**src/a25_wb_pkg.sv**
```systemverilog
// ==========================================================
// shared widths, address views and state types for the
// wishbone bus master of the processor core
// ==========================================================
package a25_wb_pkg;

    // bus widths, one select line per byte lane
    localparam int ADDR_W = 32;
    localparam int DATA_W = 32;
    localparam int SEL_W  = DATA_W / 8;

    // words moved by one cache line fill
    localparam int BURST_LEN = 4;

    // a cache line is 16 bytes, so the address splits into
    // a line index, a word inside the line and a byte inside the word
    localparam int BYTE_W = 2;
    localparam int WORD_W = 2;
    localparam int LINE_W = ADDR_W - WORD_W - BYTE_W;

    // the bus address seen either as one flat value or as its fields
    // the burst logic steps the word field and the selector writes the byte field
    typedef union packed {
        logic [ADDR_W-1:0] flat;
        struct packed {
            logic [LINE_W-1:0] line;
            logic [WORD_W-1:0] word;
            logic [BYTE_W-1:0] byte_off;
        } f;
    } wb_addr_u;

    // read cycle state, burst states are numbered by the acknowledge they wait for
    typedef enum logic [2:0] {
        WB_IDLE     = 3'd0,
        WB_BURST1   = 3'd1,
        WB_BURST2   = 3'd2,
        WB_BURST3   = 3'd3,
        WB_WAIT_ACK = 3'd4
    } wb_state_e;

    // requester that owns the current grant
    typedef enum logic [1:0] {
        NONE        = 2'd0,
        DC_CACHED   = 2'd1,
        DC_UNCACHED = 2'd2,
        ICACHE      = 2'd3
    } wb_src_e;

endpackage

```
**src/a25_wb_select.sv**
```systemverilog
// ==========================================================
// request arbitration between the caches, plus the byte lane
// select and low address bits of the access to start
// ==========================================================
module a25_wb_select
    import a25_wb_pkg::*;
(
    input  logic              i_icache_req,
    input  logic              i_icache_qword,
    input  logic [ADDR_W-1:0] i_icache_address,
    input  logic              i_dcache_cached_req,
    input  logic              i_dcache_uncached_req,
    input  logic              i_dcache_qword,
    input  logic              i_dcache_write,
    input  logic [SEL_W-1:0]  i_dcache_byte_enable,
    input  logic [ADDR_W-1:0] i_dcache_address,
    output wb_src_e           o_grant,
    output logic              o_grant_write,
    output logic              o_grant_burst,
    output wb_addr_u          o_start_addr,
    output logic [SEL_W-1:0]  o_start_sel
);

    // any request from the data cache, cached or not
    logic              dcache_req;
    // byte offset implied by the write byte enables
    logic [BYTE_W-1:0] lane_off;

    assign dcache_req = i_dcache_cached_req | i_dcache_uncached_req;

    // the data cache always wins, the instruction cache waits for a free slot
    always_comb
    begin
        if (i_dcache_cached_req)
            o_grant = DC_CACHED;
        else if (i_dcache_uncached_req)
            o_grant = DC_UNCACHED;
        else if (i_icache_req)
            o_grant = ICACHE;
        else
            o_grant = NONE;
    end

    // only the data cache ever writes
    assign o_grant_write = dcache_req & i_dcache_write;

    // line fills come from cached data reads or from the instruction cache
    // an uncached read is always a single word whatever its qword flag says
    assign o_grant_burst = (i_dcache_cached_req & ~i_dcache_write & i_dcache_qword) |
                           (~dcache_req & i_icache_req & i_icache_qword);

    // a single byte points at its own lane, an upper halfword at lane 2
    // the lower halfword, a full word and odd patterns all use offset 0
    always_comb
    begin
        case (i_dcache_byte_enable)
            4'b0001: lane_off = 2'd0;
            4'b0010: lane_off = 2'd1;
            4'b0100: lane_off = 2'd2;
            4'b1000: lane_off = 2'd3;
            4'b1100: lane_off = 2'd2;
            default: lane_off = 2'd0;
        endcase
    end

    // start address of the access, the low bits are filled in here
    // so the cycle controller can load it straight onto the bus
    always_comb
    begin
        o_start_addr.flat = dcache_req ? i_dcache_address : i_icache_address;
        // reads are whole words, so the byte offset is cleared
        o_start_addr.f.byte_off = o_grant_write ? lane_off : '0;
        // reads take every lane, writes only the enabled ones
        o_start_sel = o_grant_write ? i_dcache_byte_enable : '1;
    end

endmodule

```
**src/a25_wb_cycle_ctrl.sv**
```systemverilog
// ==========================================================
// wishbone cycle FSM with wrapping burst address stepping,
// posted write tracking and ready pulse generation
// ==========================================================
module a25_wb_cycle_ctrl
    import a25_wb_pkg::*;
#(
    parameter int BURST_LEN = a25_wb_pkg::BURST_LEN
)
(
    input  logic              i_clk,
    input  logic              quick_n_reset,
    input  wb_src_e           i_grant,
    input  logic              i_grant_write,
    input  logic              i_grant_burst,
    input  wb_addr_u          i_start_addr,
    input  logic [SEL_W-1:0]  i_start_sel,
    input  logic              i_exclusive,
    input  logic [DATA_W-1:0] i_write_data,
    input  logic              i_wb_ack,
    output logic [ADDR_W-1:0] o_wb_adr,
    output logic [SEL_W-1:0]  o_wb_sel,
    output logic              o_wb_we,
    output logic [DATA_W-1:0] o_wb_dat,
    output logic              o_wb_cyc,
    output logic              o_wb_stb,
    output logic              o_icache_ready,
    output logic              o_dcache_cached_ready,
    output logic              o_dcache_uncached_ready
);

    wb_state_e state_r;
    // state after an acknowledge in one of the burst states
    wb_state_e burst_next;
    // source whose read is on the bus, NONE while idle or writing
    wb_src_e   serving_r;
    // the last access was the read half of a swap
    logic      exclusive_r;
    // bus address, stepped in its word field during a burst
    wb_addr_u  adr_r;

    logic      write_busy;
    logic      start;
    logic      read_ack;
    logic      in_burst;

    assign o_wb_adr = adr_r.flat;

    // ==========================================================
    // handshake decode
    // ==========================================================

    // a posted write keeps the bus until its acknowledge arrives
    // in the acknowledge cycle itself the next access may already be taken
    assign write_busy = o_wb_stb & o_wb_we & ~i_wb_ack;

    // new accesses are only taken from idle with the bus free
    assign start = (state_r == WB_IDLE) & ~write_busy & (i_grant != NONE);

    // acknowledge of a read beat, writes never produce read readies
    assign read_ack = o_wb_stb & ~o_wb_we & i_wb_ack;

    assign in_burst = (state_r == WB_BURST1) | (state_r == WB_BURST2) |
                      (state_r == WB_BURST3);

    // the burst states count acknowledges up to BURST_LEN - 1 and the
    // final beat is taken in the wait state like any single read
    assign burst_next = (state_r == wb_state_e'(3'(BURST_LEN - 1))) ?
                        WB_WAIT_ACK : wb_state_e'(state_r + 3'd1);

    // read readies follow each acknowledge for the source being served
    // write readies pulse in the cycle the write is taken
    assign o_icache_ready = read_ack & (serving_r == ICACHE);

    assign o_dcache_cached_ready =
        (read_ack & (serving_r == DC_CACHED)) |
        (start & i_grant_write & (i_grant == DC_CACHED));

    assign o_dcache_uncached_ready =
        (read_ack & (serving_r == DC_UNCACHED)) |
        (start & i_grant_write & (i_grant == DC_UNCACHED));

    // ==========================================================
    // cycle FSM
    // ==========================================================
    always_ff @(posedge i_clk)
    begin
        if (!quick_n_reset)
        begin
            state_r     <= WB_IDLE;
            serving_r   <= NONE;
            exclusive_r <= 1'b0;
            o_wb_cyc    <= 1'b0;
            o_wb_stb    <= 1'b0;
            o_wb_we     <= 1'b0;
        end
        else
        begin
            case (state_r)
                WB_IDLE:
                begin
                    if (start)
                    begin
                        o_wb_cyc <= 1'b1;
                        o_wb_stb <= 1'b1;
                        o_wb_we  <= i_grant_write;
                        // swaps only come from the data side
                        exclusive_r <= i_exclusive & (i_grant != ICACHE);
                        // writes are posted, the FSM stays idle while they run
                        if (!i_grant_write)
                        begin
                            serving_r <= i_grant;
                            state_r   <= i_grant_burst ? WB_BURST1 : WB_WAIT_ACK;
                        end
                    end
                    else if (!write_busy)
                    begin
                        // bus goes quiet, but a swap keeps the cycle line
                        // high so no other master can slip in
                        o_wb_stb <= 1'b0;
                        o_wb_we  <= 1'b0;
                        o_wb_cyc <= exclusive_r;
                    end
                end

                WB_BURST1, WB_BURST2, WB_BURST3:
                begin
                    // strobe stays high across the burst beats
                    if (i_wb_ack)
                        state_r <= burst_next;
                end

                WB_WAIT_ACK:
                begin
                    if (i_wb_ack)
                    begin
                        state_r   <= WB_IDLE;
                        serving_r <= NONE;
                        o_wb_stb  <= 1'b0;
                        o_wb_we   <= 1'b0;
                        o_wb_cyc  <= exclusive_r;
                    end
                end

                default:
                begin
                    state_r   <= WB_IDLE;
                    serving_r <= NONE;
                end
            endcase
        end
    end

    // ==========================================================
    // address, select and write data
    // ==========================================================

    // loaded only when an access starts, so they hold under back-pressure
    always_ff @(posedge i_clk)
    begin
        if (start)
        begin
            adr_r    <= i_start_addr;
            o_wb_sel <= i_start_sel;
            if (i_grant_write)
                o_wb_dat <= i_write_data;
        end
        else if (in_burst && read_ack)
        begin
            // wrap inside the 16 byte line, the line index never moves
            adr_r.f.word <= adr_r.f.word + WORD_W'(1);
        end
    end

endmodule

```
**src/a25_wishbone.sv**
```systemverilog
// ==========================================================
// wishbone bus master top, cache request selection feeding
// the bus cycle controller
// ==========================================================
module a25_wishbone
    import a25_wb_pkg::*;
#(
    parameter int BURST_LEN = a25_wb_pkg::BURST_LEN
)
(
    input  logic              i_clk,
    input  logic              quick_n_reset,

    // instruction cache side
    input  logic              i_icache_req,
    input  logic              i_icache_qword,
    input  logic [ADDR_W-1:0] i_icache_address,
    output logic [DATA_W-1:0] o_icache_read_data,
    output logic              o_icache_ready,

    // data cache side, exclusive marks the read half of a swap
    input  logic              i_exclusive,
    input  logic              i_dcache_cached_req,
    input  logic              i_dcache_uncached_req,
    input  logic              i_dcache_qword,
    input  logic              i_dcache_write,
    input  logic [DATA_W-1:0] i_dcache_write_data,
    input  logic [SEL_W-1:0]  i_dcache_byte_enable,
    input  logic [ADDR_W-1:0] i_dcache_address,
    output logic [DATA_W-1:0] o_dcache_read_data,
    output logic              o_dcache_cached_ready,
    output logic              o_dcache_uncached_ready,

    // wishbone bus
    output logic [ADDR_W-1:0] o_wb_adr,
    output logic [SEL_W-1:0]  o_wb_sel,
    output logic              o_wb_we,
    input  logic [DATA_W-1:0] i_wb_dat,
    output logic [DATA_W-1:0] o_wb_dat,
    output logic              o_wb_cyc,
    output logic              o_wb_stb,
    input  logic              i_wb_ack
);

    wb_src_e          grant;
    logic             grant_write;
    logic             grant_burst;
    wb_addr_u         start_addr;
    logic [SEL_W-1:0] start_sel;

    // both caches see the bus data directly, the readies say when it is theirs
    assign o_icache_read_data = i_wb_dat;
    assign o_dcache_read_data = i_wb_dat;

    a25_wb_select u_select (
        .i_icache_req          (i_icache_req),
        .i_icache_qword        (i_icache_qword),
        .i_icache_address      (i_icache_address),
        .i_dcache_cached_req   (i_dcache_cached_req),
        .i_dcache_uncached_req (i_dcache_uncached_req),
        .i_dcache_qword        (i_dcache_qword),
        .i_dcache_write        (i_dcache_write),
        .i_dcache_byte_enable  (i_dcache_byte_enable),
        .i_dcache_address      (i_dcache_address),
        .o_grant               (grant),
        .o_grant_write         (grant_write),
        .o_grant_burst         (grant_burst),
        .o_start_addr          (start_addr),
        .o_start_sel           (start_sel)
    );

    a25_wb_cycle_ctrl #(
        .BURST_LEN (BURST_LEN)
    ) u_cycle_ctrl (
        .i_clk                   (i_clk),
        .quick_n_reset           (quick_n_reset),
        .i_grant                 (grant),
        .i_grant_write           (grant_write),
        .i_grant_burst           (grant_burst),
        .i_start_addr            (start_addr),
        .i_start_sel             (start_sel),
        .i_exclusive             (i_exclusive),
        .i_write_data            (i_dcache_write_data),
        .i_wb_ack                (i_wb_ack),
        .o_wb_adr                (o_wb_adr),
        .o_wb_sel                (o_wb_sel),
        .o_wb_we                 (o_wb_we),
        .o_wb_dat                (o_wb_dat),
        .o_wb_cyc                (o_wb_cyc),
        .o_wb_stb                (o_wb_stb),
        .o_icache_ready          (o_icache_ready),
        .o_dcache_cached_ready   (o_dcache_cached_ready),
        .o_dcache_uncached_ready (o_dcache_uncached_ready)
    );

endmodule

```
**config.mk**
```make
export PLATFORM = sky130hd
export DESIGN_NAME = a25_wishbone
export DESIGN_NICKNAME = d
export VERILOG_FILES = /design/src/a25_wb_pkg.sv /design/src/a25_wb_select.sv /design/src/a25_wb_cycle_ctrl.sv /design/src/a25_wishbone.sv
export SDC_FILE = /design/constraint.sdc
export NUM_CORES = 1
export LEC_CHECK = 0
export ABC_AREA = 1
export BUFFER_PORTS_ARGS = -buffer_cell sky130_fd_sc_hd__buf_2
export CORE_AREA = 2 2 109 111
export CTS_BUF_LIST = sky130_fd_sc_hd__clkbuf_4 sky130_fd_sc_hd__clkbuf_8
export DETAILED_ROUTE_END_ITERATION = 8
export DIE_AREA = 0 0 111 113
export PLACE_DENSITY_LB_ADDON = 0.12
export SYNTH_ARGS = -nofsm -noshare
export SYNTH_HDL_FRONTEND = slang
export SYNTH_HIERARCHICAL = 1
export SYNTH_SLANG_ARGS = --single-unit
```
**constraint.sdc**
```tcl
create_clock -name i_clk -period 2.3 [get_ports i_clk]
set_clock_uncertainty 0.15 [all_clocks]
set_input_delay 0.345 -clock i_clk [delete_from_list [all_inputs] [get_ports i_clk]]
set_output_delay 0.345 -clock i_clk [all_outputs]
set_load 0.03 [all_outputs]
```
==> run_results.csv, run 1 <==
group,metric,value,unit
logic_synthesis,postSynthAreaPerCell,10.3,µm²
cts,htree_levels,3,
timing,slew_headroom,0.714,
cts,clkLatencyLatePin,0.34,ns
detailed_routing,drt.antenna.violating_nets,0,
timing,layout_worst_path_cycle_share,0.927,
timing,setup_viol,0,
place,placed_cell_area,4380,µm²
global_route,grt_remaining_overflow,0,
cts,tritoncts_clock_tree,"yes",
logic_synthesis,synth.yosys.seq_area_share,0.594,
worst_setup_path,critPathKind,"reg2out",
worst_setup_path,timing.reg2reg.setup_slack,0.42,ns
logic_synthesis,yosys_register_bits,77,
global_route,grt_max_degree,34,
worst_setup_path,critical_path_arrival,1.64,ns
worst_setup_path,critical_path.top_delay_family,"simple AND/OR/NAND/NOR gates",
cells_and_area,nets,640,
logic_synthesis,syn-num-nets,508,
cells_and_area,syn2layout_area_growth,23.7,%
logic_synthesis,post_synth_num_cell_types,26,
logic_synthesis,syn-cell-area,3740,µm²
die,chipHeight,113,µm
worst_setup_path,endpoint_kind,"output port",
cts,clk_transition_reported_paths,0.07,ns
worst_setup_path,crit_path_start_kind,"register",
worst_setup_path,worst-path-max-fanout,5,
place,dp_slack,0.149,ns
detailed_routing,wl_met3,521,µm
timing,worst-slew-pin-transition,0.429,ns
place,gpl.final_weighted_congestion,0.830,
worst_setup_path,r2r-start,"u_cycle_ctrl/state_r[1]",
cells_and_area,mostFrequentLayoutCells,"sky130_fd_sc_hd__buf_2 (177), sky130_fd_sc_hd__nand2_1 (120), sky130_fd_sc_hd__edfxtp_1 (68)",
worst_setup_path,rr_endpoint,"u_cycle_ctrl/o_wb_dat[17]",
detailed_routing,average_detailed_routed_wire_length_per_instance,13.2,µm
worst_setup_path,critPathMaxStageDelay,0.34,ns
run_status,outcome,"finished clean",
place,port_buffers,179,
global_route,grt_usage,0.133,
die,initial_core_util,0.332,
detailed_routing,topRoutingLayerUsed,"met4",
place,detailedPlacementHpwl,6550,µm
worst_setup_path,crit_path_top_delay_cell,"sky130_fd_sc_hd__dfxtp_1",
cells_and_area,post_route_cells_drive_above_1_share,0.463,
cells_and_area,stdcell_area,4630,µm²
power,power-per-cell-area,1200,nW/µm²
power,max-vdd-ir-drop,355,µV
global_route,initial_antenna_violation_count,1,
die,pin_count,280,
worst_setup_path,critical_path_buf_inv_count,3,
cells_and_area,finish.utilization,0.411,
timing,report.final.hold_viol_count,0,
timing,fmax_achieved,0.469,GHz
die,design.core.area,11300,µm²
logic_synthesis,number_of_warnings_reported_in_the_yosys_synthesis_log,6,
detailed_routing,detailedRoute.firstIterationViolations,90,
die,chipWidth,111,µm
power,cellLeakagePower,0.00219,µW
global_route,via_count_of_the_first_global_routing_pass,2602,
die,die_area,12500,µm²
detailed_routing,met1_length,3370,µm
detailed_routing,routed-wl-met2,4380,µm
global_route,first_pass_grt_wire_length,12900,µm
cts,cts_max_path_buffers,2,
logic_synthesis,post_syn_instances,362,
min_path,hp-start,"i_dcache_write_data[8]",
timing,final.setup.worst_slack,0.168,ns
timing,timing.setup.tns,0,ns
cts,numCtsBuffers,9,
detailed_routing,wirelength,8470,µm
flow_run,drv.max_cap_violation_count,0,
min_path,min_path_cells,1,
timing,slew_violations,0,
detailed_routing,vias_per_cell,4.22,
worst_setup_path,reg2regPathDepth,7,
timing,finalWorstPathRequiredPeriod,2.13,ns
die,std_cell_rows,39,
detailed_routing,detail_route.first_pass.iterations,4,
min_path,worstHoldEndpoint,"u_cycle_ctrl/o_wb_dat[8]",
cts,clock-sinks,77,
worst_setup_path,cp_data_required_time,1.80,ns
min_path,hold_class,"in2reg",
worst_setup_path,crit_chain,"inv_2, ha_4, nand2_4, clkinv_2, nand3_4, nor2_4, nand3_2, o31ai_4, buf_6",
detailed_routing,detailroute.via_count,2704,
cells_and_area,layout.cells.most_common,"sky130_fd_sc_hd__buf_2",
timing,grt_setup_unrepaired,"no",
cts,clockRootBuffer,"sky130_fd_sc_hd__clkbuf_8",
detailed_routing,drc_errors,0,
layout make-up:
cell class,count,area [µm²]
antenna,1,2.50
clock buffer,11,139
clock inverter,3,38.8
fill,1129,6640
inverter,27,105
multi-input combinational,188,926
sequential,77,2220
tap,143,179
timing repair buffer,191,1020
timing repair:
item                       CTS  global route
setup endpoints to repair    2             2
pin swaps                    0             2
gates resized for setup      4             1
hold buffers                 5             0
buffers inserted             0             2
hold endpoints to repair     5             0
power by group:
group          leakage, µW  switching (µW)  internal (µW)
clock            0.0000935             442            508
sequential        0.000718             136           2080
combinational      0.00138            1660            731
total              0.00219            2240           3320
through the flow:
step | instances | power [µW] | hold WS [ns]
global route | 641 | 5910 | 0.00157
floorplan | 362 | 4090 | 0.293
global placement | 619 | 4620 | 0.361
CTS | 638 | 5610 | 0.00105
finish | 641 | 5560 | 0.0247
detailed placement | 619 | 4630 | 0.358
worst max path at each step:
stage,startpoint,to,cells after the start
after detailed placement,i_dcache_uncached_req,u_cycle_ctrl/o_wb_dat[2],7
after global placement,i_dcache_uncached_req,u_cycle_ctrl/o_wb_dat[22],7
after global routing,u_cycle_ctrl/state_r[0],o_dcache_uncached_ready,9
final,u_cycle_ctrl/state_r[1],o_dcache_uncached_ready,9
after floorplan,i_dcache_uncached_req,o_dcache_uncached_ready,8
after CTS,u_cycle_ctrl/state_r[1],o_dcache_uncached_ready,9
logic make-up (layout without fill, tap and decap cells):
group	count (synthesis)	after routing	synth area share
adders and majority gates	4	4	0.0134
DFF	77	77	0.594
and+or+nand+nor	164	164	0.188
buffers and inverters	97	232	0.171
AOI/OAI and AO/OA	19	19	0.0318
other	0	1	0
xor gates and xnor gates	1	1	0.00234
sequential cells by signal (all words and copies together) (netlist names):
signal	cells
u_cycle_ctrl/exclusive_r	1
u_cycle_ctrl/o_wb_adr	32
u_cycle_ctrl/o_wb_cyc	1
u_cycle_ctrl/o_wb_dat	32
u_cycle_ctrl/o_wb_sel	4
u_cycle_ctrl/o_wb_stb	1
u_cycle_ctrl/o_wb_we	1
u_cycle_ctrl/serving_r	2
u_cycle_ctrl/state_r	3
routing by layer:
metal,vias to the layer above,track usage
li1,1372,-
met1,1239,0.154
met2,71,0.224
met3,22,0.0289
met4,0,0.0842
met5,-,0
synth_stat cells (all sizes together):
cell	number	share of area
buf	70	0.14
dfxtp	9	0.048
o21bai	1	0.0050
inv	26	0.027
clkinv	1	0.0013
nand2	124	0.13
ha	4	0.013
nand3	20	0.030
nand4	1	0.0017
o21ai	9	0.012
nor3	1	0.0013
o31ai	1	0.0020
nor2	18	0.025
a21oi	8	0.013
xnor2	1	0.0023
edfxtp	68	0.55
Note: power is estimated with default switching activity, not from simulation.
==> run 2: changes to the inputs <==
--- a/config.mk
+++ b/config.mk
@@ -5,13 +5,15 @@
 export SDC_FILE = /design/constraint.sdc
 export NUM_CORES = 1
 export LEC_CHECK = 0
-export ABC_AREA = 1
+export ABC_AREA = 0
 export BUFFER_PORTS_ARGS = -buffer_cell sky130_fd_sc_hd__buf_2
 export CORE_AREA = 2 2 109 111
 export CTS_BUF_LIST = sky130_fd_sc_hd__clkbuf_4 sky130_fd_sc_hd__clkbuf_8
+export CTS_CLUSTER_DIAMETER = 120
 export DETAILED_ROUTE_END_ITERATION = 8
 export DIE_AREA = 0 0 111 113
 export PLACE_DENSITY_LB_ADDON = 0.12
+export SLEW_MARGIN = 20
 export SYNTH_ARGS = -nofsm -noshare
 export SYNTH_HDL_FRONTEND = slang
 export SYNTH_HIERARCHICAL = 1
==> run 2 against run 1 <==
Design area grew 7.5%. Combinational power fell by 46%. Synthesized area down 0.50%. Final cell count fell by 10%. Wire length rose by 2.1%. Power fell by 26%. Non-clock buffer count is 35 higher. Via count shrank 8.5%. Register-to-register slack got worse by 0.11 ns.
==> run_results.csv, run 2 <==
group,metric,value,unit
run_status,outcome,"finished clean",
detailed_routing,detailedRoute.firstIterationViolations,63,
min_path,hold_class,"in2reg",
logic_synthesis,yosys-top-cells-area,"sky130_fd_sc_hd__edfxtp_1 (55%), sky130_fd_sc_hd__buf_4 (13%), sky130_fd_sc_hd__mux2_4 (12%)",
logic_synthesis,yosys_register_bits,77,
timing,finalWorstPathRequiredPeriod,2.24,ns
worst_setup_path,crit_path_top_delay_cell,"sky130_fd_sc_hd__dfxtp_2",
global_route,initial_antenna_violation_count,0,
timing,report.final.hold_viol_count,0,
die,initial_core_util,0.330,
logic_synthesis,synth.yosys.seq_area_share,0.597,
worst_setup_path,cp_data_required_time,1.80,ns
logic_synthesis,synth-main-ff-cell,"sky130_fd_sc_hd__edfxtp_1",
worst_setup_path,critPathKind,"reg2out",
worst_setup_path,critical_path_buf_inv_count,2,
worst_setup_path,endpoint_kind,"output port",
min_path,min_path_cells,1,
place,gpl.final_weighted_congestion,0.754,
timing,timing.setup.tns,0,ns
logic_synthesis,synthMostInstantiatedCell,"sky130_fd_sc_hd__edfxtp_1",
flow_run,drv.max_cap_violation_count,0,
worst_setup_path,r2r-start,"u_cycle_ctrl/state_r[0]",
cts,clockRootBuffer,"sky130_fd_sc_hd__clkbuf_8",
logic_synthesis,syn-num-nets,407,
place,dp_slack,0.0702,ns
detailed_routing,drc_errors,0,
worst_setup_path,crit_cells,7,
min_path,hp-start,"i_dcache_write_data[18]",
place,detailedPlacementHpwl,6510,µm
logic_synthesis,netlist.area_leader.share,0.548,
logic_synthesis,syn-cell-area,3720,µm²
detailed_routing,wirelength,8650,µm
worst_setup_path,critical_path_arrival,1.75,ns
die,pin_count,280,
timing,fmax_achieved,0.446,GHz
global_route,via_count_of_the_first_global_routing_pass,2466,
power,max-vdd-ir-drop,312,µV
global_route,grt_usage,0.134,
detailed_routing,detailroute.via_count,2474,
timing,slew_headroom,0.545,
timing,final.setup.worst_slack,0.0554,ns
cells_and_area,stdcell_area,4980,µm²
worst_setup_path,crit_chain,"inv_2, ha_4, nor2b_4, nor3b_4, nand2_4, o32ai_4, buf_6",
logic_synthesis,number_of_warnings_reported_in_the_yosys_synthesis_log,6,
cells_and_area,mostFrequentLayoutCells,"sky130_fd_sc_hd__buf_2 (178), sky130_fd_sc_hd__edfxtp_1 (68), sky130_fd_sc_hd__mux2_4 (30)",
detailed_routing,drt.antenna.violating_nets,0,
cts,tritoncts_clock_tree,"yes",
timing,grt_setup_unrepaired,"yes",
die,die_area,12500,µm²
cells_and_area,syn2layout_area_growth,33.7,%
cells_and_area,post_route_cells_drive_above_1_share,0.612,
timing,layout_worst_path_cycle_share,0.976,
logic_synthesis,post_synth_num_cell_types,35,
cts,clkLatencyLatePin,0.35,ns
timing,worst-slew-pin-transition,0.677,ns
timing,slew_violations,0,
die,design.core.area,11300,µm²
global_route,grt_remaining_overflow,0,
logic_synthesis,postSynthAreaPerCell,14.3,µm²
power,power-per-cell-area,823,nW/µm²
worst_setup_path,critPathMaxStageDelay,0.33,ns
global_route,first_pass_grt_wire_length,12900,µm
worst_setup_path,worst-path-max-fanout,3,
die,chipWidth,111,µm
cts,cts_max_path_buffers,2,
detailed_routing,average_detailed_routed_wire_length_per_instance,15.0,µm
timing,setup_viol,0,
die,chipHeight,113,µm
detailed_routing,vias_per_cell,4.30,
logic_synthesis,post_syn_instances,261,
cells_and_area,layout.cells.most_common,"sky130_fd_sc_hd__buf_2",
worst_setup_path,crit_path_start_kind,"register",
logic_synthesis,synthTopCellsByCount,"sky130_fd_sc_hd__edfxtp_1 (68), sky130_fd_sc_hd__buf_4 (65), sky130_fd_sc_hd__mux2_4 (30), sky130_fd_sc_hd__nand2_1 (13), sky130_fd_sc_hd__dfxtp_1 (9)",
cts,htree_levels,3,
worst_setup_path,crit_path_start,"u_cycle_ctrl/state_r[0]",
power,cellLeakagePower,0.00222,µW
cells_and_area,num_antenna_cells,0,
global_route,grt_max_degree,44,
cells_and_area,finish.utilization,0.442,
logic_synthesis,post-synth-top-area-cell,"sky130_fd_sc_hd__edfxtp_1",
cells_and_area,nets,574,
cts,numCtsBuffers,9,
worst_setup_path,critical_path.top_delay_family,"simple AND/OR/NAND/NOR gates",
logic_synthesis,synthArstFlopShare,0,
place,placed_cell_area,4430,µm²
worst_setup_path,reg2regPathDepth,8,
logic_synthesis,synth_enable_flop_cells,68,
die,std_cell_rows,39,
detailed_routing,detail_route.first_pass.iterations,4,
cts,clock-sinks,77,
place,port_buffers,179,
cts,clk_transition_reported_paths,0.08,ns
-- run 2: routing by layer --
metal	GRT usage	part of all wire
met5	0	0
met3	0.0412	0.078
met4	0.0833	0.036
met2	0.224	0.50
met1	0.150	0.39
-- run 2: final cells by class --
type	count	area [µm²]
timing repair buffer	226	1360
clock inverter	7	58.8
multi-input combinational	106	1000
tap	143	179
fill	1086	6290
clock buffer	9	124
inverter	8	33.8
sequential	77	2220
-- run 2: worst paths after layout --
check                                                 end  slack [ns]
worst min register to register   u_cycle_ctrl/exclusive_r        0.34
worst max register to register   u_cycle_ctrl/o_wb_adr[3]        0.31
worst min-delay path            u_cycle_ctrl/o_wb_dat[18]        0.02
worst max-delay path              o_dcache_uncached_ready        0.06
-- run 2: power breakdown --
group	switching (µW)	total (µW)	internal, µW	leakage, µW
Sequential	70.3	1880	1810	0.000727
Clock	532	941	408	0.0000921
Combinational	801	1280	479	0.00140
-- run 2: repair_timing --
| item | in CTS | in global routing |
|---|---|---|
| endpoints found under the hold margin | 25 | 1 |
| resized for setup | 10 | 0 |
| buffers inserted | 7 | 4 |
| hold buffers | 25 | 1 |
| cloned | 0 | 0 |
| pin swaps | 3 | 3 |
| endpoints found under the setup margin | 2 | 2 |
-- run 2: cells by family after synthesis --
group | Yosys count | synth area share
AO/OA/AOI/OAI | 20 | 0.0376
adder cells (fa/ha/maj) | 4 | 0.0134
buffers and inverters | 78 | 0.150
AND/OR/NAND/NOR | 46 | 0.0655
flip-flops | 77 | 0.597
XOR/XNOR | 2 | 0.00470
multiplexers | 34 | 0.132
-- run 2: metrics by stage --
stage               total power [µW]  hold WS, ns  instances
CTS                             4140     0.000786        571
global route                    4310    0.0000530        576
global placement                3100        0.310        523
finish                          4100       0.0235        576
detailed placement              3110        0.316        523
floorplan                       2920        0.294        261
